## src/hw/mcu_pkg.sv

```systemverilog
/*
 * mini MCU shared definitions
 * memory map, peripheral register offsets, bus widths and bus target encoding
 */
package mcu_pkg;

  typedef logic [31:0] addr_t;
  typedef logic [31:0] data_t;
  typedef logic [3:0]  be_t;
  typedef logic [7:0]  gpio_ao_t;

  // byte offset inside the always-on peripheral window
  typedef logic [11:0] ao_offset_t;

  typedef enum logic [1:0] {
    TARGET_RAM,
    TARGET_AO,
    TARGET_NONE
  } bus_target_e;

  // memory banks
  localparam int unsigned NUM_BANKS  = 2;
  localparam int unsigned BANK_WORDS = 256;
  localparam int unsigned WORD_IDX_W = $clog2(BANK_WORDS);
  localparam int unsigned BANK_IDX_W = (NUM_BANKS > 1) ? $clog2(NUM_BANKS) : 1;

  localparam addr_t RAM_START = 32'h0000_0000;
  localparam addr_t RAM_SIZE  = NUM_BANKS * BANK_WORDS * 4;

  localparam addr_t AO_PERIPH_START = 32'h2000_0000;
  localparam addr_t AO_PERIPH_SIZE  = 32'h0000_1000;

  // always-on register map
  localparam ao_offset_t BOOT_STATUS_OFFSET       = 12'h000;
  localparam ao_offset_t EXIT_VALID_OFFSET        = 12'h004;
  localparam ao_offset_t EXIT_VALUE_OFFSET        = 12'h008;
  localparam ao_offset_t GPIO_OUT_OFFSET          = 12'h00C;
  localparam ao_offset_t GPIO_OE_OFFSET           = 12'h010;
  localparam ao_offset_t GPIO_IN_OFFSET           = 12'h014;
  localparam ao_offset_t FAST_INTR_ENABLE_OFFSET  = 12'h018;
  localparam ao_offset_t FAST_INTR_PENDING_OFFSET = 12'h01C;

endpackage

```

## src/hw/system_bus.sv

```systemverilog
/*
 * system bus
 * decodes the master address, grants at once and routes the read response
 */
module system_bus (
  input  logic           clk_i,
  input  logic           reset_i,

  input  logic           bus_req_i,
  input  logic           bus_we_i,
  input  mcu_pkg::be_t   bus_be_i,
  input  mcu_pkg::addr_t bus_addr_i,
  input  mcu_pkg::data_t bus_wdata_i,
  output logic           bus_gnt_o,
  output logic           bus_rvalid_o,
  output mcu_pkg::data_t bus_rdata_o,

  output logic           ram_req_o,
  output logic           ao_req_o,
  output logic           slv_we_o,
  output mcu_pkg::be_t   slv_be_o,
  output mcu_pkg::addr_t slv_addr_o,
  output mcu_pkg::data_t slv_wdata_o,
  input  mcu_pkg::data_t ram_rdata_i,
  input  mcu_pkg::data_t ao_rdata_i
);

  mcu_pkg::addr_t      ram_off;
  mcu_pkg::addr_t      ao_off;
  mcu_pkg::bus_target_e target_d;
  mcu_pkg::bus_target_e target_q;
  logic                rvalid_q;
  logic                we_q;

  // region decode, offsets wrap below the base so one compare suffices
  assign ram_off = bus_addr_i - mcu_pkg::RAM_START;
  assign ao_off  = bus_addr_i - mcu_pkg::AO_PERIPH_START;

  always_comb begin
    if (ram_off < mcu_pkg::RAM_SIZE) begin
      target_d = mcu_pkg::TARGET_RAM;
    end else if (ao_off < mcu_pkg::AO_PERIPH_SIZE) begin
      target_d = mcu_pkg::TARGET_AO;
    end else begin
      target_d = mcu_pkg::TARGET_NONE;
    end
  end

  // no target ever stalls
  assign bus_gnt_o = bus_req_i;

  assign ram_req_o   = bus_req_i && (target_d == mcu_pkg::TARGET_RAM);
  assign ao_req_o    = bus_req_i && (target_d == mcu_pkg::TARGET_AO);
  assign slv_we_o    = bus_we_i;
  assign slv_be_o    = bus_be_i;
  assign slv_addr_o  = bus_addr_i;
  assign slv_wdata_o = bus_wdata_i;

  // response phase tracking, one cycle behind the grant
  always_ff @(posedge clk_i) begin
    if (reset_i) begin
      rvalid_q <= 1'b0;
      we_q     <= 1'b0;
      target_q <= mcu_pkg::TARGET_NONE;
    end else begin
      rvalid_q <= bus_req_i;
      we_q     <= bus_we_i;
      target_q <= bus_req_i ? target_d : mcu_pkg::TARGET_NONE;
    end
  end

  assign bus_rvalid_o = rvalid_q;

  always_comb begin
    bus_rdata_o = '0;
    if (!we_q) begin
      case (target_q)
        mcu_pkg::TARGET_RAM: bus_rdata_o = ram_rdata_i;
        mcu_pkg::TARGET_AO:  bus_rdata_o = ao_rdata_i;
        default:             bus_rdata_o = '0;
      endcase
    end
  end

endmodule

```

## config.mk

```make
export PLATFORM = sky130hd
export DESIGN_NAME = system_bus
export DESIGN_NICKNAME = d
export VERILOG_FILES = /design/src/hw/mcu_pkg.sv /design/src/hw/system_bus.sv
export SDC_FILE = /design/constraint.sdc
export NUM_CORES = 1
export LEC_CHECK = 0
export BUFFER_PORTS_ARGS = -buffer_cell sky130_fd_sc_hd__buf_4
export CORE_AREA = 3 3 94 96
export CTS_BUF_LIST = sky130_fd_sc_hd__clkbuf_4 sky130_fd_sc_hd__clkbuf_8
export CTS_CLUSTER_SIZE = 28
export DETAILED_ROUTE_END_ITERATION = 10
export DIE_AREA = 0 0 97 99
export GPL_ROUTABILITY_DRIVEN = 0
export SETUP_SLACK_MARGIN = 0.4
export SLEW_MARGIN = 20
export SYNTH_ARGS = -nofsm -noshare
export SYNTH_HDL_FRONTEND = slang
export SYNTH_SLANG_ARGS = --single-unit
```

## constraint.sdc

```tcl
create_clock -name clk_i -period 2.6 [get_ports clk_i]
set_clock_uncertainty 0.2 [all_clocks]
set_input_delay 0.52 -clock clk_i [delete_from_list [all_inputs] [get_ports clk_i]]
set_output_delay 0.52 -clock clk_i [all_outputs]
set_load 0.01 [all_outputs]
```

* Word-level counts from Yosys, hierarchy flattened
Cells that the tools add are included.
Storage, ports and cells: bits in latches 0, bits of input ports 136, RAM bits 0, memory bits (read-only) 0, register bits after elaboration 4, memories kept 0, word-level logic and storage cells 18
Cells by class: bitwise logic cells 1, $lt $le $gt $ge 2, shift operators 0, multiplexer cells 4, divide/modulo/power cells 0, reduce and logical (&&, ||, !) cells 5, $add $sub $neg 1, $mul 0, equal/unequal tests 2
Operator list (number):
- 32-bit one-hot mux with 2 select lines | 1
- 32-bit by 12-bit less-than comparator with 1-bit output, second input constant | 1
- 32-bit by 13-bit less-than comparator with 1-bit output, second input constant | 1
- 32-bit 2-to-1 mux | 1
- 32-bit by 30-bit subtractor with 32-bit output, second input constant | 1
- 2-bit by 1-bit == test with 1-bit output, second input constant | 2
- 2-bit logical NOT | 2
- 2-bit 2-to-1 mux | 2
- 1-bit logical AND | 2
- 2-bit OR reduction | 1
- 1-bit NOT | 1

* Logic depth before layout (Yosys ltp)
Gate-level depths: netlist of run 1.
depth after elaboration 6, gate-level depth with buffers 5, mapped depth without buffers 5

* Least setup slack after synthesis of run 1
Ideal clock, no wire load.
path kind input-to-output, start point input port bus_addr_i[29], end point output port ao_req_o, path slack 536 ps, required time 1880 ps, buffers on the path 0, arrival 1344 ps, stages 5, cells stage by stage inv_1 ha_1 xnor2_1 nand4b_1 nor3_1
Between the ends: cells in the longest elaborated chain, start to end 6, elaborated cells between the ends (all ways) 7
RTL lines:
- from (decl) | RTL line system_bus.sv:12 | input mcu_pkg::addr_t bus_addr_i,
- 32-bit by 30-bit subtractor with 32-bit output | RTL line system_bus.sv:37 | assign ao_off = bus_addr_i - mcu_pkg::AO_PERIPH_START;
- 32-bit by 13-bit less-than comparator with 1-bit output | RTL line system_bus.sv:42 | end else if (ao_off < mcu_pkg::AO_PERIPH_SIZE) begin
- 2-bit 2-to-1 mux | RTL line system_bus.sv:42
- 2-bit 2-to-1 mux * | RTL line system_bus.sv:40 | if (ram_off < mcu_pkg::RAM_SIZE) begin
- 2-bit by 1-bit == test with 1-bit output * | RTL line system_bus.sv:53 | assign ao_req_o = bus_req_i && (target_d == mcu_pkg::TARGET_AO);
- 1-bit logical AND * | RTL line system_bus.sv:53
- to (decl) | RTL line system_bus.sv:19 | output logic ao_req_o,
Every way passes the cells marked *; elsewhere a longest branch is shown, timed or not.

* Final worst setup path of run 1
start point input port bus_addr_i[18], end point output port ao_req_o
Same word-level chain as after synthesis.

==> results of run 1 <==
registers in the layout, summed over array words and instances, names as in the netlist:
| name | count |
|---|---|
| target_q | 2 |
| we_q | 1 |
| bus_rvalid_o | 1 |
per-layer routing:
layer / vias up / track usage / share of wire
met5: - / 0 / 0
met4: 0 / 0.008639 / 0.0074
met3: 6 / 0.03609 / 0.12
met2: 108 / 0.1396 / 0.51
met1: 570 / 0.07832 / 0.36
li1: 621 / - / -
stage by stage:
step	hold slack, ps	cell area (um^2)	total power [uW]	instances
global placement	515.0	1919	236.6	340
detailed placement	520.0	1919	240.6	340
floorplan	391.6	1231	199.5	166
finish	301.9	2029	372.7	345
global route	298.8	2029	404.6	345
CTS	298.2	1976	370.5	345
final cells by class:
cell class | instances | area [um^2] | share of cell area
repair buffers | 149 | 1142 | 0.5629
multi-input cells | 82 | 625.6 | 0.3083
well taps | 105 | 131.4 | 0.06473
flip-flops and latches | 4 | 81.33 | 0.04007
clock buffers | 3 | 41.29 | 0.02035
inverters | 2 | 7.507 | 0.003699
critical path, delay by kind of cell:
family | cells | cell delay [ps]
simple gates | 3 | 670
buf+inv | 2 | 270
path summary, 6_finish.rpt:
path                       start           to  slack (ps)
setup / recovery  bus_addr_i[18]     ao_req_o         430
hold / removal           reset_i  target_q[0]         300
what timing repair did:
action | 4_1_cts | 5_1_grt
setup endpoints to repair | 2 | 17
pin swaps | 5 | 6
cloned | 0 | 0
buffers inserted | 2 | 0
gates resized for setup | 0 | 12
report_power, final:
| part | total (uW) | switching (uW) | internal [uW] |
|---|---|---|---|
| logic | 183 | 58.0 | 125 |
| clock network | 126 | 27.9 | 98.3 |
| registers | 63.9 | 0.374 | 63.5 |
| total | 373 | 86.2 | 287 |
synth_stat cells:
master,count
buf_4,70
nor2_1,33
mux2i_1,32
buf_2,4
clkbuf_1,4
dfxtp_1,4
inv_1,2
nor2b_1,2
nor3_1,2
nor4_1,2
nor4_2,2
a2111o_1,1
ha_1,1
nand2_1,1
nand4_1,1
nand4b_1,1
nor4b_2,1
or2_2,1
or3_1,1
xnor2_1,1
placed cells by master, fill, tap and decap left out, types with 2 or more instances in the layout:
cell type  instances
buf_4            146
inv_2              2
clkbuf_8           3
nor2b_1            2
nor4_1             2
nor3_2             2
nor4_4             2
mux2i_1           32
nor2_1            33
dfxtp_1            3
cell families after synthesis:
group                    after synthesis  synth area share
buffers and inverters                 80            0.4614
adder cells (fa/ha/maj)                1           0.01016
flip-flops                             4           0.06504
XOR/XNOR                               1          0.007115
AO/OA/AOI/OAI                          1          0.009146
AND/OR/NAND/NOR                       47            0.1870
multiplexers                          32            0.2602
==> results.py, run 1 <==
metrics = {
    "worst_setup_path": {
        "cp_cell_sequence": "buf_4 -> nor4_4 -> nand4_1 -> nor3_2 -> buf_4",
        "crit_top_cell": "buf_4",
        "crit_path_end_kind": "output pin",
        "critPathRequiredTime_ps": 1880,
        "critPathMaxStageDelay_ps": 250,
        "cp_max_fo": 3,
        "critPathLaunchType": "input pin",
        "critical_path_arrival_ps": 1450,
        "crit_type": "input pin to output pin",
        "cp_slowest_cell": "nor4_4",
    },
    "worst_hold_path": {
        "worst_hold_path.num_cells": 2,
        "worstHoldPathType": "input pin to register",
    },
    "sta": {
        "finalHoldViolCount": 0,
        "slew_headroom": 0.7533,
        "fin_crit_sh": 0.8356,
        "fin_setup_tns_ps": 0,
        "rsz0062_at_grt": "yes",
        "worstMarginPinSlew_ps": 370.0,
        "finalCriticalPeriod_ps": 2173,
        "layout_setup_ws_ps": 427.4,
        "finalSetupViolCount": 0,
        "max_freq_mhz": 460.3,
        "drv_slew": 0,
    },
    "power": {
        "p_per_area_nw_per_um2": 183.7,
        "leakage_uw": 0.0009396,
        "ir_worst_vdd_mv": 0.3450,
    },
    "cells_and_area": {
        "nets": 379,
        "utilization": 0.2495,
        "antennaDiodeCount": 0,
        "areaGrowthSynthToFinish_pct": 64.84,
        "drive_gt1_frac": 0.6750,
        "nFillCells": 885,
    },
    "cts": {
        "max-clock-path-buffers": 2,
        "htreeDepth": 1,
        "clock-root-buffer": "clkbuf_8",
        "numCtsBuffers": 3,
        "cts_hold_buf": 0,
        "cts_tree": "built",
        "cts.sinks": 4,
        "path_clk_slew_ps": 30,
    },
    "die": {
        "die_h_um": 99,
        "die_w_um": 97,
        "core_um2": 8134,
        "rows": 33,
        "io_pins": 241,
        "start_util": 0.1514,
        "die_area_um2": 9603,
    },
    "run_status": {
        "status": "finished clean",
    },
    "route": {
        "firstDrtPassIters": 2,
        "via_count": 1305,
        "routedWlPerCell_um": 11.33,
        "drc": 0,
        "wirelength_um": 3909,
        "ant_nets": 0,
        "drtIter0Drc": 16,
        "viasPerCell": 3.783,
    },
    "synth": {
        "synth_largest_area_cell": "buf_4",
        "ys_ff_latch": 4,
        "synth_warnings": 0,
        "ys_seq_area_frac": 0.06504,
        "synth_nets": 303,
        "syn_inst": 166,
        "syn-cell-area_um2": 1231,
        "synth.distinct_cells": 20,
        "netlist.area_leader.share": 0.4268,
        "synthTopCellsByArea": "buf_4, mux2i_1, nor2_1",
        "syn_area_per_cell_um2": 7.417,
    },
    "placed_design": {
        "dp_hpwl_um": 3277,
        "io_buffers": 146,
        "dp_slack_ps": 312.7,
    },
    "grt": {
        "grt_max_degree": 33,
        "antenna_found_initial": 0,
        "grt_pass1_wl_um": 6127,
        "overflow": 0,
        "grt_pass1_vias": 1372,
        "grt_usage": 0.07478,
    },
    "run": {
        "cap_viol_max_count": 0,
    },
}
Power figures use the tool's default switching activity.
==> inputs of run 2 (changes only) <==
Settings changed: ABC_AREA set to 1, CORE_AREA 3 3 94 96 to 3 3 93 95, DIE_AREA 0 0 97 99 to 0 0 96 98.
Clock period 2.6 ns to 2 ns, I/O delays scaled along.
==> run 2 against run 1 <==
Count of clock-buffer cells in the layout is the same. Global-route usage grew 2.4 points. Non-clock buffer count grew 21. Clock power grew 32%. Die area shrank 2.0%. Cell area grew 27%. Area after synthesis grew 10%. Worst hold slack lost 150 ps. Critical path type is now register to output pin. Critical endpoint is now bus_rdata_o[3]. Largest cell class unchanged. Highest routed layer is now met3.
==> results.py, run 2 <==
metrics = {
    "cts": {
        "cts.sinks": 4,
        "numCtsBuffers": 3,
        "path_clk_slew_ps": 30,
        "cts_hold_buf": 0,
        "max-clock-path-buffers": 2,
        "cts_tree": "built",
        "clock-root-buffer": "clkbuf_8",
        "htreeDepth": 1,
    },
    "grt": {
        "grt_usage": 0.09857,
        "overflow": 0,
        "grt_pass1_wl_um": 7500,
        "grt_pass1_vias": 1609,
        "antenna_found_initial": 0,
        "grt_max_degree": 33,
    },
    "worst_setup_path": {
        "cp_cell_sequence": "nor2_8 -> clkbuf_16 -> nand2_1 -> a21oi_1 -> buf_4",
        "critPathRequiredTime_ps": 1400,
        "crit_type": "register to output pin",
        "critPathMaxStageDelay_ps": 360,
        "critical_path_arrival_ps": 1330,
        "crit_path_end_kind": "output pin",
        "critPathLaunchType": "register",
        "cp_slowest_cell": "dfxtp_4",
        "cp_max_fo": 11,
    },
    "die": {
        "die_w_um": 96,
        "core_um2": 7807,
        "die_area_um2": 9408,
        "die_h_um": 98,
        "start_util": 0.1736,
        "io_pins": 241,
        "rows": 32,
    },
    "placed_design": {
        "dp_hpwl_um": 3981,
        "io_buffers": 146,
        "dp_slack_ps": 50.03,
    },
    "cells_and_area": {
        "utilization": 0.3313,
        "nFillCells": 805,
        "nets": 456,
        "areaGrowthSynthToFinish_pct": 90.86,
        "antennaDiodeCount": 0,
        "top_register": "target_q",
        "largest_register_ffs": 2,
        "register_area_um2": 87.58,
        "final_cell_mix": "buf_4, nand2_1, nand3_1, a21oi_1, buf_6",
        "multi_input_area_um2": 774.5,
        "layout_commonest_cell": "buf_4",
        "drive_gt1_frac": 0.6782,
    },
    "route": {
        "via_count": 1789,
        "wirelength_um": 5896,
        "drc": 0,
        "viasPerCell": 4.270,
        "drtIter0Drc": 43,
        "ant_nets": 0,
        "routedWlPerCell_um": 14.07,
        "firstDrtPassIters": 4,
    },
    "synth": {
        "ys_seq_area_frac": 0.05910,
        "synth.distinct_cells": 13,
        "netlist.area_leader.share": 0.4044,
        "synth_warnings": 0,
        "syn-cell-area_um2": 1355,
        "ys.flop_type": "dfxtp_1",
        "synth_largest_area_cell": "buf_4",
        "ys_ff_latch": 4,
        "async_reset_ff_frac": 0,
        "synth_nets": 364,
        "yosysMostFrequentCell": "buf_4",
        "ys_top_cells_by_count": "buf_4, nand2_1, nand3_1",
        "syn_inst": 227,
        "syn_area_per_cell_um2": 5.969,
        "synthTopCellsByArea": "buf_4, nand3_1, a21oi_1",
        "synth_edf_count": 0,
    },
    "sta": {
        "fin_setup_tns_ps": 0,
        "fin_hold_ws_ps": 155.8,
        "rsz0062_at_grt": "yes",
        "finalHoldViolCount": 0,
        "layout_setup_ws_ps": 66.93,
        "max_freq_mhz": 517.3,
        "worstMarginPinSlew_ps": 194.7,
        "drv_slew": 0,
        "finalCriticalPeriod_ps": 1933,
        "slew_headroom": 0.8697,
        "fin_crit_sh": 0.9665,
        "finalSetupViolCount": 0,
    },
    "power": {
        "p_per_area_nw_per_um2": 195.7,
        "leakage_uw": 0.001194,
        "ir_worst_vdd_mv": 0.2129,
    },
    "run": {
        "cap_viol_max_count": 0,
    },
    "worst_hold_path": {
        "worstHoldPathType": "input pin to register",
    },
    "run_status": {
        "status": "finished clean",
    },
}
run 2: routing by layer:
| metal | track usage | up-vias | part of all wire |
|---|---|---|---|
| li1 | - | 843 | - |
| met1 | 0.1034 | 821 | 0.36 |
| met2 | 0.1784 | 125 | 0.51 |
| met3 | 0.04468 | 0 | 0.13 |
| met4 | 0.01860 | 0 | 0 |
| met5 | 0 | - | 0 |
run 2: cells by family (layout without fill, tap and decap cells):
logic type / after synthesis / after routing / synth area share
adder cells (fa/ha/maj): 1 / 1 / 0.009232
buffers and inverters: 92 / 182 / 0.4958
AND/OR/NAND/NOR: 98 / 98 / 0.3176
flip-flops: 4 / 4 / 0.05910
AO/OA/AOI/OAI: 32 / 32 / 0.1182
run 2: path summary, 6_finish.rpt:
path,depth (start not counted),startpoint,endpoint,slack (ps)
worst max-delay path,5,target_q[1],bus_rdata_o[3],70
worst min-delay path,2,reset_i,we_q,160
run 2: cell type report:
cell class / count / area share
repair buffers: 170 / 0.5815
multi-input cells: 131 / 0.2995
well taps: 102 / 0.04935
flip-flops and latches: 4 / 0.03387
inverters: 9 / 0.01984
clock buffers: 3 / 0.01597
run 2: timing repair:
item                                    4_1_cts  5_1_grt
cloned                                        2        3
gates resized for setup                      26       38
pin swaps                                    22       22
setup buffers                                12        3
endpoints found under the setup margin       34       36
run 2: per-stage QoR:
step	std cells	cell area, um^2	power [uW]
final	419	2586	506.1
after global routing	419	2586	540.2
after CTS	413	2344	495.7
after detailed placement	396	2053	317.8
after global placement	396	2053	315.1
after floorplan	227	1388	257.1
run 2: worst max-delay path: cells and delay by family (launching register included):
family / cells / cell delay [ps]
AND/OR/NAND/NOR: 2 / 250
buffers and inverters: 2 / 350
flip-flops: 1 / 360
AO/OA/AOI/OAI: 1 / 160
run 2: power breakdown:
group	leakage (uW)	switching (uW)	internal, uW
Clock	0.0000216	37.9	128
Sequential	0.0000335	1.25	79.9
Combinational	0.00114	94.4	165
Total	0.00119	134	373
==> inputs of run 3 (changes only) <==
Clock period 2 ns to 2.01 ns, I/O delays scaled along.
==> run 3 against run 2 <==
Clock power about the same. Sequential share of layout area unchanged. Worst hold slack improved by 2.0 ps.
==> results.py, run 3 (synthesized netlist as in run 2, its figures left out) <==
metrics = {
    "cells_and_area": {
        "areaGrowthSynthToFinish_pct": 90.86,
        "fin_area_um2": 2586,
        "layout_commonest_cell": "buf_4",
        "finalNonFillerCells": 419,
        "largest_register_ffs": 2,
        "final_cell_mix": "buf_4, nand2_1, nand3_1, a21oi_1, buf_6",
        "register_area_um2": 87.58,
        "nets": 456,
        "nFillCells": 805,
        "top_register": "target_q",
        "drive_gt1_frac": 0.6782,
        "multi_input_area_um2": 774.5,
        "antennaDiodeCount": 0,
    },
    "placed_design": {
        "placed_cells": 396,
        "dpl_cell_area_um2": 2053,
        "dp_hpwl_um": 3981,
        "io_buffers": 146,
    },
    "grt": {
        "antenna_found_initial": 0,
        "grt_usage": 0.09857,
        "grt_pass1_vias": 1609,
        "grt_pass1_wl_um": 7500,
        "grt_max_degree": 33,
        "overflow": 0,
    },
    "sta": {
        "finalHoldViolCount": 0,
        "slew_headroom": 0.8699,
        "finalCriticalPeriod_ps": 1929,
        "rsz0062_at_grt": "yes",
        "fin_setup_tns_ps": 0,
        "max_freq_mhz": 518.3,
        "finalSetupViolCount": 0,
        "drv_slew": 0,
        "fin_hold_ws_ps": 157.8,
        "fin_crit_sh": 0.9599,
        "worstMarginPinSlew_ps": 194.4,
    },
    "cts": {
        "numCtsBuffers": 3,
        "cts_tree": "built",
        "clock-root-buffer": "clkbuf_8",
        "cts_hold_buf": 0,
        "htreeDepth": 1,
        "cts.sinks": 4,
        "path_clk_slew_ps": 30,
        "max-clock-path-buffers": 2,
    },
    "worst_setup_path": {
        "crit_type": "register to output pin",
        "startpoint": "target_q[1]",
        "cp_max_fo": 11,
        "crit_end": "bus_rdata_o[3]",
        "crit_family": "flip-flops",
        "critPathLaunchType": "register",
        "critical_path_arrival_ps": 1330,
        "critPathRequiredTime_ps": 1410,
        "cp_slowest_cell": "dfxtp_4",
        "path_buf_inv": 2,
        "critPathMaxStageDelay_ps": 360,
        "crit_path_end_kind": "output pin",
        "crit_cells": 5,
        "cp_cell_sequence": "nor2_8 -> clkbuf_16 -> nand2_1 -> a21oi_1 -> buf_4",
    },
    "worst_hold_path": {
        "worstHoldPathType": "input pin to register",
        "worst_hold_path.num_cells": 2,
    },
    "route": {
        "routedWlPerCell_um": 14.05,
        "ant_nets": 0,
        "drc": 0,
        "wirelength_um": 5885,
        "viasPerCell": 4.267,
        "drtIter0Drc": 45,
        "via_count": 1788,
        "firstDrtPassIters": 4,
    },
    "power": {
        "ir_worst_vdd_mv": 0.2118,
        "p_per_area_nw_per_um2": 194.7,
        "leakage_uw": 0.001194,
        "total_power_uw": 503.5,
    },
    "run": {
        "cap_viol_max_count": 0,
    },
    "run_status": {
        "status": "finished clean",
    },
    "die": {
        "rows": 32,
        "io_pins": 241,
        "die_w_um": 96,
        "core_um2": 7807,
        "die_h_um": 98,
        "start_util": 0.1736,
        "die_area_um2": 9408,
    },
}
## run 3: cell counts in the layout (fill, tap and decap cells not counted)
No cell type changed its count.
## run 3: metrics by stage
stage	util	setup WS (ps)
after floorplan	-	334.5
after global placement	0.2630	73.67
after detailed placement	0.2630	56.03
after CTS	0.3002	115.5
after global routing	0.3313	49.98
final	0.3313	80.62
## run 3: final cells by class
cell class | instances | share of cell area
flip-flops and latches | 4 | 0.03387
inverters | 9 | 0.01984
clock buffers | 3 | 0.01597
repair buffers | 170 | 0.5815
well taps | 102 | 0.04935
multi-input cells | 131 | 0.2995
## run 3: how the worst min path moves through the flow
stage / slack, ps / from / end
after floorplan: 270 / reset_i / we_q
after global placement: 370 / reset_i / we_q
after detailed placement: 380 / reset_i / we_q
after CTS: 150 / reset_i / we_q
after global routing: 150 / reset_i / we_q
final: 160 / reset_i / we_q
## run 3: metal layers
metal / global-route usage / up-vias / share of wire
met1: 0.1034 / 817 / 0.35
met2: 0.1784 / 126 / 0.51
met5: 0 / - / 0
met4: 0.01860 / 0 / 0.00017
met3: 0.04468 / 2 / 0.14
li1: - / 843 / -
## run 3: power by group
part           total [uW]  internal (uW)  leakage [uW]  switching [uW]
registers            80.7           79.5     0.0000335            1.25
clock network         165            127     0.0000216            37.7
logic                 258            164       0.00114            93.9
## run 3: timing repair
| item | CTS | global route |
|---|---|---|
| endpoints found under the setup margin | 34 | 36 |
| buffers inserted | 12 | 3 |
| pin swaps | 22 | 22 |
| gates resized for setup | 26 | 38 |
| cloned | 2 | 3 |
