**src/hw/mcu_pkg.sv**
```systemverilog
/*
 * mini MCU shared definitions
 * memory map, peripheral register offsets, bus widths and bus target encoding
 */
package mcu_pkg;

  typedef logic [31:0] addr_t;
  typedef logic [31:0] data_t;
  typedef logic [3:0]  be_t;
  typedef logic [7:0]  gpio_ao_t;

  // byte offset inside the always-on peripheral window
  typedef logic [11:0] ao_offset_t;

  typedef enum logic [1:0] {
    TARGET_RAM,
    TARGET_AO,
    TARGET_NONE
  } bus_target_e;

  // memory banks
  localparam int unsigned NUM_BANKS  = 2;
  localparam int unsigned BANK_WORDS = 256;
  localparam int unsigned WORD_IDX_W = $clog2(BANK_WORDS);
  localparam int unsigned BANK_IDX_W = (NUM_BANKS > 1) ? $clog2(NUM_BANKS) : 1;

  localparam addr_t RAM_START = 32'h0000_0000;
  localparam addr_t RAM_SIZE  = NUM_BANKS * BANK_WORDS * 4;

  localparam addr_t AO_PERIPH_START = 32'h2000_0000;
  localparam addr_t AO_PERIPH_SIZE  = 32'h0000_1000;

  // always-on register map
  localparam ao_offset_t BOOT_STATUS_OFFSET       = 12'h000;
  localparam ao_offset_t EXIT_VALID_OFFSET        = 12'h004;
  localparam ao_offset_t EXIT_VALUE_OFFSET        = 12'h008;
  localparam ao_offset_t GPIO_OUT_OFFSET          = 12'h00C;
  localparam ao_offset_t GPIO_OE_OFFSET           = 12'h010;
  localparam ao_offset_t GPIO_IN_OFFSET           = 12'h014;
  localparam ao_offset_t FAST_INTR_ENABLE_OFFSET  = 12'h018;
  localparam ao_offset_t FAST_INTR_PENDING_OFFSET = 12'h01C;

endpackage

```
**src/hw/gpio_ao.sv**
```systemverilog
/*
 * always-on GPIO
 * output and enable registers, two-flop input sync, rising edge pulses
 */
module gpio_ao (
  input  logic              clk_i,
  input  logic              reset_i,
  input  logic              out_we_i,
  input  logic              oe_we_i,
  input  mcu_pkg::gpio_ao_t wdata_i,
  input  mcu_pkg::gpio_ao_t gpio_i,
  output mcu_pkg::gpio_ao_t gpio_o,
  output mcu_pkg::gpio_ao_t gpio_oe_o,
  output mcu_pkg::gpio_ao_t gpio_in_o,
  output mcu_pkg::gpio_ao_t rise_o
);

  mcu_pkg::gpio_ao_t out_q;
  mcu_pkg::gpio_ao_t oe_q;
  mcu_pkg::gpio_ao_t sync1_q;
  mcu_pkg::gpio_ao_t sync2_q;
  mcu_pkg::gpio_ao_t prev_q;
  mcu_pkg::gpio_ao_t rise_q;

  always_ff @(posedge clk_i) begin
    if (reset_i) begin
      out_q   <= '0;
      oe_q    <= '0;
      sync1_q <= '0;
      sync2_q <= '0;
      prev_q  <= '0;
      rise_q  <= '0;
    end else begin
      if (out_we_i) out_q <= wdata_i;
      if (oe_we_i)  oe_q  <= wdata_i;
      sync1_q <= gpio_i;
      sync2_q <= sync1_q;
      // edge seen on the synchronized value only
      prev_q  <= sync2_q;
      rise_q  <= sync2_q & ~prev_q;
    end
  end

  assign gpio_o    = out_q;
  assign gpio_oe_o = oe_q;
  assign gpio_in_o = sync2_q;
  assign rise_o    = rise_q;

endmodule

```
**src/hw/fast_intr_ctrl.sv**
```systemverilog
/*
 * fast interrupt controller
 * latches GPIO edges as pending bits, masked by an enable register
 */
module fast_intr_ctrl (
  input  logic              clk_i,
  input  logic              reset_i,
  input  mcu_pkg::gpio_ao_t rise_i,
  input  logic              enable_we_i,
  input  logic              clear_we_i,
  input  mcu_pkg::gpio_ao_t wdata_i,
  output mcu_pkg::gpio_ao_t enable_o,
  output mcu_pkg::gpio_ao_t pending_o,
  output mcu_pkg::gpio_ao_t irq_o
);

  mcu_pkg::gpio_ao_t enable_q;
  mcu_pkg::gpio_ao_t pending_q;
  mcu_pkg::gpio_ao_t clear_mask;

  // write one to clear
  assign clear_mask = clear_we_i ? wdata_i : '0;

  always_ff @(posedge clk_i) begin
    if (reset_i) begin
      enable_q  <= '0;
      pending_q <= '0;
    end else begin
      if (enable_we_i) begin
        enable_q <= wdata_i;
      end
      // a new edge beats a clear in the same cycle
      pending_q <= (pending_q & ~clear_mask) | rise_i;
    end
  end

  assign enable_o  = enable_q;
  assign pending_o = pending_q;
  assign irq_o     = pending_q & enable_q;

endmodule

```
**src/hw/ao_peripheral_subsystem.sv**
```systemverilog
/*
 * always-on peripheral block
 * boot status, exit registers, GPIO and fast interrupt registers
 */
module ao_peripheral_subsystem (
  input  logic              clk_i,
  input  logic              reset_i,
  input  logic              ao_req_i,
  input  logic              we_i,
  input  mcu_pkg::be_t      be_i,
  input  mcu_pkg::addr_t    addr_i,
  input  mcu_pkg::data_t    wdata_i,
  output mcu_pkg::data_t    rdata_o,
  input  logic              boot_select_i,
  input  logic              execute_from_flash_i,
  output logic              exit_valid_o,
  output mcu_pkg::data_t    exit_value_o,
  input  mcu_pkg::gpio_ao_t gpio_i,
  output mcu_pkg::gpio_ao_t gpio_o,
  output mcu_pkg::gpio_ao_t gpio_oe_o,
  output mcu_pkg::gpio_ao_t irq_fast_o
);

  mcu_pkg::addr_t     off_full;
  mcu_pkg::ao_offset_t offset;
  logic               wr;
  logic               wr_low;
  logic               exit_valid_q;
  mcu_pkg::data_t     exit_value_q;
  mcu_pkg::data_t     rdata_d;
  mcu_pkg::data_t     rdata_q;
  mcu_pkg::gpio_ao_t  gpio_in;
  mcu_pkg::gpio_ao_t  gpio_rise;
  mcu_pkg::gpio_ao_t  intr_enable;
  mcu_pkg::gpio_ao_t  intr_pending;

  assign off_full = addr_i - mcu_pkg::AO_PERIPH_START;
  assign offset   = off_full[$bits(mcu_pkg::ao_offset_t)-1:0];
  assign wr       = ao_req_i && we_i;
  // 8 bit registers live in byte lane 0
  assign wr_low   = wr && be_i[0];

  always_ff @(posedge clk_i) begin
    if (reset_i) begin
      exit_valid_q <= 1'b0;
      exit_value_q <= '0;
    end else begin
      if (wr_low && offset == mcu_pkg::EXIT_VALID_OFFSET) begin
        exit_valid_q <= wdata_i[0];
      end
      if (wr && offset == mcu_pkg::EXIT_VALUE_OFFSET) begin
        for (int b = 0; b < $bits(mcu_pkg::be_t); b++) begin
          if (be_i[b]) begin
            exit_value_q[8*b +: 8] <= wdata_i[8*b +: 8];
          end
        end
      end
    end
  end

  assign exit_valid_o = exit_valid_q;
  assign exit_value_o = exit_value_q;

  gpio_ao gpio_ao_i (
    .clk_i,
    .reset_i,
    .out_we_i  (wr_low && offset == mcu_pkg::GPIO_OUT_OFFSET),
    .oe_we_i   (wr_low && offset == mcu_pkg::GPIO_OE_OFFSET),
    .wdata_i   (wdata_i[7:0]),
    .gpio_i,
    .gpio_o,
    .gpio_oe_o,
    .gpio_in_o (gpio_in),
    .rise_o    (gpio_rise)
  );

  fast_intr_ctrl fast_intr_ctrl_i (
    .clk_i,
    .reset_i,
    .rise_i      (gpio_rise),
    .enable_we_i (wr_low && offset == mcu_pkg::FAST_INTR_ENABLE_OFFSET),
    .clear_we_i  (wr_low && offset == mcu_pkg::FAST_INTR_PENDING_OFFSET),
    .wdata_i     (wdata_i[7:0]),
    .enable_o    (intr_enable),
    .pending_o   (intr_pending),
    .irq_o       (irq_fast_o)
  );

  // read mux, unlisted offsets fall through to zero
  always_comb begin
    case (offset)
      mcu_pkg::BOOT_STATUS_OFFSET:       rdata_d = {30'b0, execute_from_flash_i, boot_select_i};
      mcu_pkg::EXIT_VALID_OFFSET:        rdata_d = {31'b0, exit_valid_q};
      mcu_pkg::EXIT_VALUE_OFFSET:        rdata_d = exit_value_q;
      mcu_pkg::GPIO_OUT_OFFSET:          rdata_d = {24'b0, gpio_o};
      mcu_pkg::GPIO_OE_OFFSET:           rdata_d = {24'b0, gpio_oe_o};
      mcu_pkg::GPIO_IN_OFFSET:           rdata_d = {24'b0, gpio_in};
      mcu_pkg::FAST_INTR_ENABLE_OFFSET:  rdata_d = {24'b0, intr_enable};
      mcu_pkg::FAST_INTR_PENDING_OFFSET: rdata_d = {24'b0, intr_pending};
      default:                           rdata_d = '0;
    endcase
  end

  always_ff @(posedge clk_i) begin
    if (ao_req_i) begin
      rdata_q <= we_i ? '0 : rdata_d;
    end
  end

  assign rdata_o = rdata_q;

endmodule

```
**config.mk**
```make
export PLATFORM = sky130hd
export DESIGN_NAME = ao_peripheral_subsystem
export DESIGN_NICKNAME = d
export VERILOG_FILES = /design/src/hw/mcu_pkg.sv /design/src/hw/gpio_ao.sv /design/src/hw/fast_intr_ctrl.sv /design/src/hw/ao_peripheral_subsystem.sv
export SDC_FILE = /design/constraint.sdc
export NUM_CORES = 1
export LEC_CHECK = 0
export BUFFER_PORTS_ARGS = -buffer_cell sky130_fd_sc_hd__buf_2
export CAP_MARGIN = 10
export CORE_MARGIN = 2
export CORE_UTILIZATION = 45
export CTS_BUF_LIST = sky130_fd_sc_hd__clkbuf_8
export CTS_CLUSTER_SIZE = 10
export DETAILED_ROUTE_END_ITERATION = 7
export PLACE_DENSITY_LB_ADDON = 0.12
export SYNTH_ARGS = -nofsm -noshare
export SYNTH_HDL_FRONTEND = slang
export SYNTH_SLANG_ARGS = --single-unit
```
**constraint.sdc**
```tcl
create_clock -name clk_i -period 2.3 [get_ports clk_i]
set_input_delay 0.115 -clock clk_i [delete_from_list [all_inputs] [get_ports clk_i]]
set_output_delay 0.115 -clock clk_i [all_outputs]
set_load 0.05 [all_outputs]
```
Yosys cells after proc, flatten, opt, wreduce, memory -nomap -nowiden
Cells that the tools add are included.
W data, S select, Z words.
{"block": "totals", "ff_bits": 129, "input_bits": 82, "word_cells": 43}
{"block": "op_classes", "add_sub_neg": 1, "n_eq_ne": 7, "n_reduce_logical": 13, "mux": 2, "bitwise_logic": 6}
{"operator": "$pmux W32 S8", "count": 1}
{"operator": "$eq A12 B5 Y1 const B", "count": 4}
{"operator": "$and A8 B8 Y8", "count": 3}
{"operator": "$eq A12 B4 Y1 const B", "count": 2}
{"operator": "$not A8 Y8", "count": 2}
{"operator": "$eq A12 B3 Y1 const B", "count": 1}
{"operator": "$logic_not A12 Y1", "count": 1}
{"operator": "$sub A12 B1 Y12 const B", "count": 1}
{"operator": "$logic_and A1 B1 Y1", "count": 8}
{"operator": "$mux W8", "count": 1}
{"operator": "$or A8 B8 Y8", "count": 1}
{"operator": "$reduce_and A2 Y1", "count": 4}

Depth between registers and ports, before layout
Gate-level depths: netlist of the first run.
{"block": "depth", "depth_word": 7, "depth_mapped": 7, "ltp_nobuf": 4}

Modules after synthesis
Synthesis of the first run repeated with hierarchy kept, for this count alone.
{"block": "unflattened", "cells_unflattened": 439, "hier_area_um2": 5087.4}
{"module": "ao_peripheral_subsystem", "area_each_um2": 2991.6, "n_inst": 1, "cells_each": 253}
{"module": "gpio_ao", "area_each_um2": 1437.6, "n_inst": 1, "cells_each": 118}
{"module": "fast_intr_ctrl", "area_each_um2": 658.1, "n_inst": 1, "cells_each": 68}

Worst setup path after synthesis of the first run
No wires, ideal clock.
{"block": "synth_path", "path_type": "input to register", "startpoint": "input addr_i[3]", "endpoint": "register rdata_q[11], in the netlist rdata_o[11] (data pin)", "required_ps": 2045, "t_arrival_ps": 1179, "setup_ps": 255, "slack_ps": 866, "path_stages": 7, "path_buffers": 3, "cell_sequence": "buf_4 > nor3b_1 > and4_1 > buf_2 > and2b_1 > clkbuf_2 > and2_1"}
{"block": "synth_between", "elab_chain_cells": 3, "elab_cells_between_ends": 10, "classes_between": "1 x add/sub; 7 x eq/ne; 1 x mux; 1 x reduce/logical"}
{"element": "start: declaration", "line": "ao_peripheral_subsystem.sv:11", "rtl": "input mcu_pkg::addr_t addr_i,"}
{"element": "$sub A12 B1 Y12 *", "line": "ao_peripheral_subsystem.sv:37", "rtl": "assign off_full = addr_i - mcu_pkg::AO_PERIPH_START;"}
{"element": "$eq A12 B5 Y1, or another cell as far along", "line": "ao_peripheral_subsystem.sv:91", "rtl": "case (offset)"}
{"element": "$pmux W32 S8 *", "line": "ao_peripheral_subsystem.sv:91"}
{"element": "end signal: assignment", "line": "ao_peripheral_subsystem.sv:106", "rtl": "rdata_q <= we_i ? '0 : rdata_d;"}
{"element": "end: declaration", "line": "ao_peripheral_subsystem.sv:31", "rtl": "mcu_pkg::data_t rdata_q;"}
Mark *: on every way between the ends. The rest lies on a longest branch, timed or not.
A chain may end at the register's enable or synchronous reset.

Final worst setup path of the first run
{"block": "layout_path", "startpoint": "input addr_i[4]", "endpoint": "register fast_intr_ctrl_i.enable_q[3], in the netlist fast_intr_ctrl_i.enable_o[3]"}
{"block": "layout_between", "elab_chain_cells": 3}
{"element": "$sub A12 B1 Y12", "line": "ao_peripheral_subsystem.sv:37"}
{"element": "$eq A12 B5 Y1", "line": "ao_peripheral_subsystem.sv:81", "rtl": ".enable_we_i (wr_low && offset == mcu_pkg::FAST_INTR_ENABLE_OFFSET),"}
{"element": "$logic_and A1 B1 Y1", "line": "ao_peripheral_subsystem.sv:81"}
{"element": "end signal: assignment", "line": "fast_intr_ctrl.sv:30", "rtl": "enable_q <= wdata_i;"}
{"element": "end: declaration", "line": "fast_intr_ctrl.sv:17", "rtl": "mcu_pkg::gpio_ao_t enable_q;"}
No other way between the ends.

==> flow_summary.toml, run 1 <==
[synthesis]
synth_ff_type = "dfxtp_1"
syn_inst = 474
syn_area_per_cell_sq_um = 11.0
synthSimpleGateAreaFrac_pct = 22.8
synth-xor-area-share_pct = 0
ys_seq_area_share_pct = 55.7
postSynthNetCount = 556
synth_fa_ha_area_share_pct = 0
mappedNetlistArea_sq_mm = 0.00521
yosysWarnings = 0
synth_edf_count = 32
yosysUniqueCellTypes = 38
synth_top_family_by_area = "simple AND/OR/NAND/NOR gates"
synthMuxAreaShare_pct = 11.1
yosys_register_bits = 129
synth_compound_area_share_pct = 7.32
synthArstFlopShare_pct = 0

[outcome]
status = "completed"

[worst_setup_path]
path_max_fanout = 17
crit_type = "in2reg"
cpMaxStageDelayCell = "or3_1"
crit_arrival_ns = 1.72
cp_cell_sequence = "buf_2 -> nor4b_4 -> nand4b_2 -> or3_1 -> mux2i_1"
slowest_delay_ns = 0.56
worstPathRequired_ns = 2.59
crit_path_start_kind = "primary input"
end_kind = "register"

[sta]
grt_setup_unrepaired = "false"
setup_viol = 0
holdWs_ns = 0.0464
fin_worst_skew_ns = 0.0100
relSlewSlack_pct = 66.2
clock.fmax_ghz = 0.697
tns_ns = 0
fin_crit_sh_pct = 62.4
slew_violations = 0
hold_viol = 0
worst_pin_slew_ns = 0.505
period_minus_slack_ns = 1.43

[global_route]
grt_max_degree = 80
grtUsageTotal_pct = 20.9
antenna_found_initial = 3
grt_pass1_vias = 4031
grt-ovfl-total = 0
grt_pass1_wl_mm = 20.5

[placement]
place.gp.congestion = 0.765
post-dp-hpwl_mm = 8.72
port_buffers = 150
placed_area_sq_mm = 0.00608
placed_cells = 744

[clocking]
cts.repair.resized = 0
root_buffer = "clkbuf_8"
cts_made_buffers = 17
htree_levels = 4
post_cts_buffers = 0
cts_buffer_depth = 2
clock_latency_ns = 0.42
cts.reportedPaths.clkPinSlew_ns = 0.08
clock-sinks = 129
hold_buffers = 32
cts_tree = "yes"

[die]
start_util_pct = 45.9
core_sq_mm = 0.0114
die-area_sq_mm = 0.0125
die_h_microns = 112
ioPinCount = 171
rows = 39
fp.dieW_microns = 112

[layout]
nets = 734
drive_gt1_share_pct = 30.5
post-route-cell-area_sq_mm = 0.00680
syn_to_final_growth_pct = 30.5
final_cells = 808

[pwr]
irDropWorstVdd_v = 0.000389
p_leak_nw = 3.00
finalPower_mw = 4.69
power.density_mw_per_mm2 = 689

[drt]
wl_per_cell_microns = 15.9
first_pass_iters = 4
ant_nets = 0
viasPerCell = 5.17
drtIter0Drc = 272
drc_errors = 0
routed_wirelength_mm = 12.8
vias = 4175

[min_path]
hold_class = "in2reg"

[flow_run]
drv_cap = 0
area by class of cell:
class	instances	area, sq um
Fill cell	984	4570
Sequential cell	129	2900
Multi-Input combinational cell	308	2140
Timing Repair Buffer	192	1160
Clock buffer	20	275
Tap cell	143	179
Clock inverter	10	121
Inverter	4	15.0
Antenna cell	2	5.00
state kept, by name, summed over array words and instances, names as in the netlist:
register                    flops
exit_value_o                   32
rdata_o                        32
fast_intr_ctrl_i.enable_o       8
fast_intr_ctrl_i.pending_o      8
gpio_ao_i.gpio_in_o             8
gpio_ao_i.gpio_o                8
gpio_ao_i.gpio_oe_o             8
gpio_ao_i.prev_q                8
gpio_ao_i.rise_o                8
gpio_ao_i.sync1_q               8
exit_valid_o                    1
routing by layer:
layer / up-vias / track usage (%) / share of wire, %
li1: 2041 / - / -
met1: 1957 / 27.1 / 44
met2: 144 / 32.8 / 48
met3: 31 / 6.37 / 5.5
met4: 2 / 8.64 / 2.7
met5: - / 0 / 0.10
Yosys cell counts, types with 2 or more instances:
master / number / share of area [%]
inv_1: 4 / 0.29
and2_1: 34 / 4.1
or3_1: 2 / 0.24
nand2_1: 3 / 0.22
and4_1: 2 / 0.34
nor2b_1: 32 / 3.8
nand2b_1: 42 / 5.0
buf_2: 8 / 0.77
dfxtp_1: 97 / 37
mux4_2: 6 / 2.6
buf_4: 2 / 0.29
nand3b_1: 2 / 0.29
a32oi_1: 2 / 0.34
nor3b_1: 9 / 1.3
clkbuf_2: 2 / 0.19
nor3_1: 5 / 0.48
nor2_1: 20 / 1.4
a21oi_1: 32 / 3.1
mux2i_1: 43 / 8.3
a211oi_1: 8 / 1.2
nand4_1: 26 / 3.1
o21ai_0: 27 / 2.6
edfxtp_1: 32 / 18
clkbuf_1: 20 / 1.4
per-stage QoR:
| step | worst slack [ns] | util (%) |
|---|---|---|
| floorplan | 0.866 | - |
| global placement | 0.473 | 53.5 |
| detailed placement | 0.447 | 53.5 |
| CTS | 0.899 | 59.8 |
| global route | 0.799 | 59.8 |
| finish | 0.866 | 59.8 |
logic make-up (layout without fill, tap and decap cells):
| kind of cell | after synthesis | in the layout |
|---|---|---|
| flip-flops | 129 | 129 |
| AO/OA/AOI/OAI | 70 | 70 |
| AND/OR/NAND/NOR | 188 | 188 |
| other | 0 | 2 |
| multiplexers | 50 | 50 |
| buffers and inverters | 37 | 226 |
critical path: cells and delay by family:
family,cells,cell delay (ns)
AND/OR/NAND/NOR,3,1.12
buffers and inverters,1,0.29
multiplexers,1,0.19
report_power, final:
group / leakage [nW] / switching, mW / internal, mW
clock: 0.218 / 0.814 / 1.13
combinational: 1.67 / 0.218 / 0.147
sequential: 1.12 / 0.0166 / 2.36
total: 3.00 / 1.05 / 3.64
cell usage in the layout (no fill, tap or decap), types with 8 or more instances in the layout:
cell type,Yosys,layout
nor3b_1,9,9
nor2_1,20,20
a211oi_1,8,8
clkbuf_8,0,20
mux2i_1,43,43
dfxtp_1,97,97
edfxtp_1,32,32
nand4_1,26,26
buf_4,2,9
o21ai_0,27,27
dlygate4sd3_1,0,32
nand2b_1,42,42
buf_2,8,150
and2_1,34,34
a21oi_1,32,32
nor2b_1,32,32
worst paths after layout:
kind	start	end	slack, ns	cells past startpoint
max	addr_i[4]	fast_intr_ctrl_i.enable_o[3]$_SDFFE_PP0P_	0.87	5
min	be_i[1]	exit_value_o[11]$_SDFFE_PP0P_	0.05	3
max reg2reg	fast_intr_ctrl_i.pending_o[4]$_SDFF_PP0_	rdata_o[4]$_SDFFCE_PP0P_	0.99	3
min reg2reg	gpio_ao_i.prev_q[3]$_SDFF_PP0_	gpio_ao_i.rise_o[3]$_SDFF_PP0_	0.38	1
No activity file was read; power rests on OpenSTA's default activity.
==> inputs of run 2 (changes only) <==
--- a/config.mk
+++ b/config.mk
@@ -5,6 +5,7 @@
 export SDC_FILE = /design/constraint.sdc
 export NUM_CORES = 1
 export LEC_CHECK = 0
+export ABC_AREA = 1
 export BUFFER_PORTS_ARGS = -buffer_cell sky130_fd_sc_hd__buf_2
 export CAP_MARGIN = 10
 export CORE_MARGIN = 2
==> constraint.sdc (replaced) <==
create_clock -name clk_i -period 1.3 [get_ports clk_i]
set_input_delay 0.065 -clock clk_i [delete_from_list [all_inputs] [get_ports clk_i]]
set_output_delay 0.065 -clock clk_i [all_outputs]
set_load 0.05 [all_outputs]
==> flow_summary.toml, run 2 <==
[global_route]
grtUsageTotal_pct = 22.9
grt_pass1_vias = 4691
grt_pass1_wl_mm = 22.6
grt-ovfl-total = 0
antenna_found_initial = 0
grt_max_degree = 58

[drt]
ant_nets = 0
routed_wirelength_mm = 14.2
drtIter0Drc = 332
first_pass_iters = 5
drc_errors = 0
vias = 5042
viasPerCell = 4.76
wl_per_cell_microns = 13.4

[placement]
place.gp.congestion = 0.922
placed_cells = 987
port_buffers = 150
post-dp-hpwl_mm = 10.3

[layout]
syn_to_final_growth_pct = 36.3
drive_gt1_share_pct = 27.1
final_cell_mix = "buf_2, nand2_1, inv_1"
final_common_cell = "buf_2"
final_cells = 1059
fill_cells = 1001
nets = 985
diodes = 0

[clocking]
cts_tree = "yes"
clock-sinks = 129
cts.reportedPaths.clkPinSlew_ns = 0.08
clock_latency_ns = 0.45
cts_made_buffers = 17
root_buffer = "clkbuf_8"
htree_levels = 4
cts_buffer_depth = 2

[synthesis]
synth.most_common_cell = "nand2_1"
syn_area_per_cell_sq_um = 7.72
syn_inst = 684
yosysUniqueCellTypes = 21
mappedNetlistArea_sq_mm = 0.00528
yosysWarnings = 0
postSynthNetCount = 766
yosys_register_bits = 129
synth_top_area_share_pct = 36.8
synth_ff_type = "dfxtp_1"
synth_top_cell_by_area = "dfxtp_1"
synth.area.top_cells = "dfxtp_1, edfxtp_1, nand2_1, inv_1, nor2_1"
netlist_top_cells_count = "nand2_1, inv_1, nor2_1"
synth_edf_count = 32
synthArstFlopShare_pct = 0
ys_seq_area_share_pct = 55.0

[sta]
period_minus_slack_ns = 1.23
worst_pin_slew_ns = 0.373
fin_worst_skew_ns = 0.00917
fin_crit_sh_pct = 94.8
relSlewSlack_pct = 75.1
setup_viol = 0
grt_setup_unrepaired = "false"
slew_violations = 0
clock.fmax_ghz = 0.811
hold_viol = 0

[pwr]
irDropWorstVdd_v = 0.00103
pwr-share-seq_pct = 50.9
swShare_pct = 25.1
finalPower_mw = 8.28
power.density_mw_per_mm2 = 1150
intPower_mw = 6.20
pwr-share-clk_pct = 41.9
p_leak_nw = 3.47
p_comb_share_pct = 7.2
switchingPower_mw = 2.08

[worst_setup_path]
crit_arrival_ns = 1.17
crit_start = "fast_intr_ctrl_i.pending_o[0]$_SDFF_PP0_"
rr_startpoint = "fast_intr_ctrl_i.enable_o[7]$_SDFFE_PP0P_"
worstPathRequired_ns = 1.24
path_max_fanout = 3
end_kind = "output port"
crit_path_start_kind = "register"
critPathBufInv = 2
cp_cell_sequence = "nand2_1 -> inv_1 -> buf_4"
cpMaxStageDelayCell = "dfxtp_1"
cpLargestDelayFamily = "flip-flops"
slowest_delay_ns = 0.39
crit_type = "reg2out"

[outcome]
status = "completed"

[min_path]
hp-start = "be_i[3]"
hold_class = "in2reg"

[flow_run]
drv_cap = 0

[die]
rows = 39
core_sq_mm = 0.0114
start_util_pct = 46.3
die-area_sq_mm = 0.0126
fp.dieW_microns = 112
ioPinCount = 171
die_h_microns = 112
## run 2: cell types whose count changed after synthesis, sizes merged, moves of 34 or more
cell / change
nand2: +125
inv: +115
nor2: +100
nand3: +46
mux2i: -43
nand2b: -42
and2: -34
## run 2: logic make-up after synthesis
kind of cell,share of synthesized area [%]
simple gates,26.8
buf+inv,10.8
compound gates,7.49
flops,55.0
## run 2: metrics by stage
stage | hold WS (ns) | setup TNS [ns] | worst slack, ns | area, sq um | util, %
2_1_floorplan | 0.172 | 0 | 0.152 | 5280 | -
3_3_place_gp | 0.266 | -5.43 | -0.133 | 6370 | 55.8
3_5_place_dp | 0.277 | -7.46 | -0.171 | 6370 | 55.8
4_1_cts | 0.00258 | 0 | 0.00876 | 7180 | 62.9
5_1_grt | 0.0309 | 0 | 0.000881 | 7200 | 63.0
6_report | 0.0228 | 0 | 0.0676 | 7200 | 63.0
## run 2: routing by layer
layer  wire [microns]  vias up  track usage [%]
met3              851       26             6.32
met1             6380     2278             29.0
met4              286        0             8.37
met2             6730      170             37.6
li1                 -     2568                -
met5                0        -                0
## run 2: area by class of cell
| type | count | area (sq um) | share of cell area (%) |
|---|---|---|---|
| Timing Repair Buffer | 225 | 1450 | 20.1 |
| Tap cell | 143 | 179 | 2.49 |
| Multi-Input combinational cell | 410 | 1810 | 25.2 |
| Clock inverter | 14 | 151 | 2.10 |
| Inverter | 120 | 450 | 6.26 |
| Clock buffer | 18 | 248 | 3.44 |
| Sequential cell | 129 | 2910 | 40.4 |
## run 2: tightest hold or removal path, cell delays in order
cell	delay (ns)
buf_2	0.10
nand2_2	0.11
nor2_1	0.11
nor2_1	0.04
## run 2: power groups by stage
stage                     Clock [mW]  Combinational, mW  Sequential, mW
after floorplan                    0              0.149            4.42
after global placement             0              0.496            4.30
after detailed placement           0              0.503            4.30
after CTS                       3.53              0.596            4.21
after global routing            3.70              0.649            4.22
final                           3.47              0.599            4.21
## run 2: worst paths after layout
check | endpoint | slack [ns] | depth (start not counted)
max | irq_fast_o[0] | 0.07 | 3
min reg2reg | gpio_ao_i.rise_o[5]$_SDFF_PP0_ | 0.39 | 1
min | exit_value_o[30]$_SDFFE_PP0P_ | 0.02 | 4
max reg2reg | rdata_o[7]$_SDFFCE_PP0P_ | 0.29 | 4
## run 2: repair_timing
item,CTS,global route
endpoints found under the setup margin,5,6
hold endpoints to repair,71,0
buffers inserted,0,0
hold buffers,40,0
gates resized for setup,5,10
==> inputs of run 3 (changes only) <==
--- a/config.mk
+++ b/config.mk
@@ -5,7 +5,6 @@
 export SDC_FILE = /design/constraint.sdc
 export NUM_CORES = 1
 export LEC_CHECK = 0
-export ABC_AREA = 1
 export BUFFER_PORTS_ARGS = -buffer_cell sky130_fd_sc_hd__buf_2
 export CAP_MARGIN = 10
 export CORE_MARGIN = 2
==> flow_summary.toml, run 3 (same netlist as run 1, synthesis figures left out) <==
[worst_setup_path]
rr_startpoint = "fast_intr_ctrl_i.enable_o[4]$_SDFFE_PP0P_"
path_max_fanout = 3
worstPathRequired_ns = 1.47
crit_type = "reg2reg"
crit_start = "fast_intr_ctrl_i.enable_o[4]$_SDFFE_PP0P_"
slowest_delay_ns = 0.51
end_kind = "register"
cp_cell_sequence = "mux4_2 -> a21oi_2 -> nor2_1"
crit_path_start_kind = "register"
crit_arrival_ns = 1.50
cpMaxStageDelayCell = "mux4_2"

[layout]
multi_input_area_sq_mm = 0.00217
drive_gt1_share_pct = 35.7
fin_util_pct = 63.6
ff_latch_area_sq_mm = 0.00292
final_common_cell = "buf_2"
fill_cells = 945
nets = 774
syn_to_final_growth_pct = 38.8
final_cell_mix = "buf_2, dfxtp_1, mux2i_1"

[clocking]
cts_buffer_depth = 2
cts_tree = "yes"
htree_levels = 4
cts.reportedPaths.clkPinSlew_ns = 0.07
cts_made_buffers = 17
root_buffer = "clkbuf_8"
clock_latency_ns = 0.43
clock-sinks = 129

[global_route]
antenna_found_initial = 1
grt_pass1_wl_mm = 21.6
grt-ovfl-total = 0
grt_max_degree = 33
grtUsageTotal_pct = 22.2
grt_pass1_vias = 4215

[sta]
relSlewSlack_pct = 63.8
fin_crit_sh_pct = 102
setup_ws_ns = -0.0322
hold_viol = 0
slew_violations = 0
tns_ns = -0.0353
grt_setup_unrepaired = "true"
setup_viol = 2
worst_pin_slew_ns = 0.543
holdWs_ns = 0.0300
period_minus_slack_ns = 1.33
clock.fmax_ghz = 0.751
fin_worst_skew_ns = 0.00859

[die]
core_sq_mm = 0.0114
die-area_sq_mm = 0.0125
ioPinCount = 171
rows = 39
start_util_pct = 45.9
fp.dieW_microns = 112
die_h_microns = 112

[outcome]
violations = "negative setup slack"
status = "finished, violations left"

[flow_run]
drv_cap = 0

[placement]
port_buffers = 150
post-place-ws_ns = -0.307
post-dp-hpwl_mm = 9.55
place.gp.congestion = 0.856

[drt]
vias = 4319
drtIter0Drc = 202
viasPerCell = 5.09
ant_nets = 0
drc_errors = 0
wl_per_cell_microns = 16.0
first_pass_iters = 5
routed_wirelength_mm = 13.5

[pwr]
p_leak_nw = 3.23
irDropWorstVdd_v = 0.00101
intPower_mw = 6.32
p_comb_share_pct = 8.8
swShare_pct = 22.9
pwr-share-seq_pct = 51.4
pwr-share-clk_pct = 39.8
switchingPower_mw = 1.87
power.density_mw_per_mm2 = 1130

[min_path]
hp-start = "wdata_i[7]"
hold_class = "in2reg"
-- run 3: path summary, 6_finish.rpt --
kind,endpoint,slack (ns),depth (start not counted)
worst min register to register,gpio_ao_i.rise_o[6]$_SDFF_PP0_,0.38,1
worst max register to register,rdata_o[4]$_SDFFCE_PP0P_,-0.03,3
worst min-delay path,fast_intr_ctrl_i.pending_o[7]$_SDFF_PP0_,0.03,3
worst max-delay path,rdata_o[4]$_SDFFCE_PP0P_,-0.03,3
-- run 3: per-stage QoR --
step,area [sq um],power [mW],cells
2_1_floorplan,5240,4.65,474
3_3_place_gp,6400,4.91,777
3_5_place_dp,6400,4.92,777
4_1_cts,7200,8.27,848
5_1_grt,7240,8.51,849
6_report,7240,8.19,849
-- run 3: layer usage --
metal	track usage, %	share of wire, %
met1	28.2	44
met2	35.6	49
met3	6.80	5.5
met4	8.40	1.4
met5	0	0
-- run 3: power by group through the flow --
stage	registers [mW]	clock network (mW)	logic, mW
after global routing	4.22	3.52	0.772
final	4.21	3.26	0.721
after CTS	4.21	3.34	0.717
after floorplan	4.42	0	0.226
after global placement	4.30	0	0.616
after detailed placement	4.30	0	0.625
-- run 3: worst max-delay path: cells and delay by family, from the launching register on --
kind	cells	cell delay [ns]
mux	1	0.51
flops	1	0.33
simple gates	1	0.06
compound gates	1	0.17
-- run 3: final cells by class --
| type | instances | area share [%] |
|---|---|---|
| multi-input cells | 308 | 29.9 |
| clock inverters | 15 | 1.92 |
| flip-flops and latches | 129 | 40.3 |
| repair buffers | 232 | 21.8 |
| clock buffers | 17 | 3.23 |
| diodes | 1 | 0.0346 |
| well taps | 143 | 2.47 |
| inverters | 4 | 0.208 |
-- run 3: what timing repair did --
action	4_1_cts	5_1_grt
cloned	0	0
hold buffers	38	0
endpoints found under the setup margin	9	11
hold endpoints to repair	35	0
gates resized for setup	11	15
buffers inserted	1	0
pin swaps	1	1
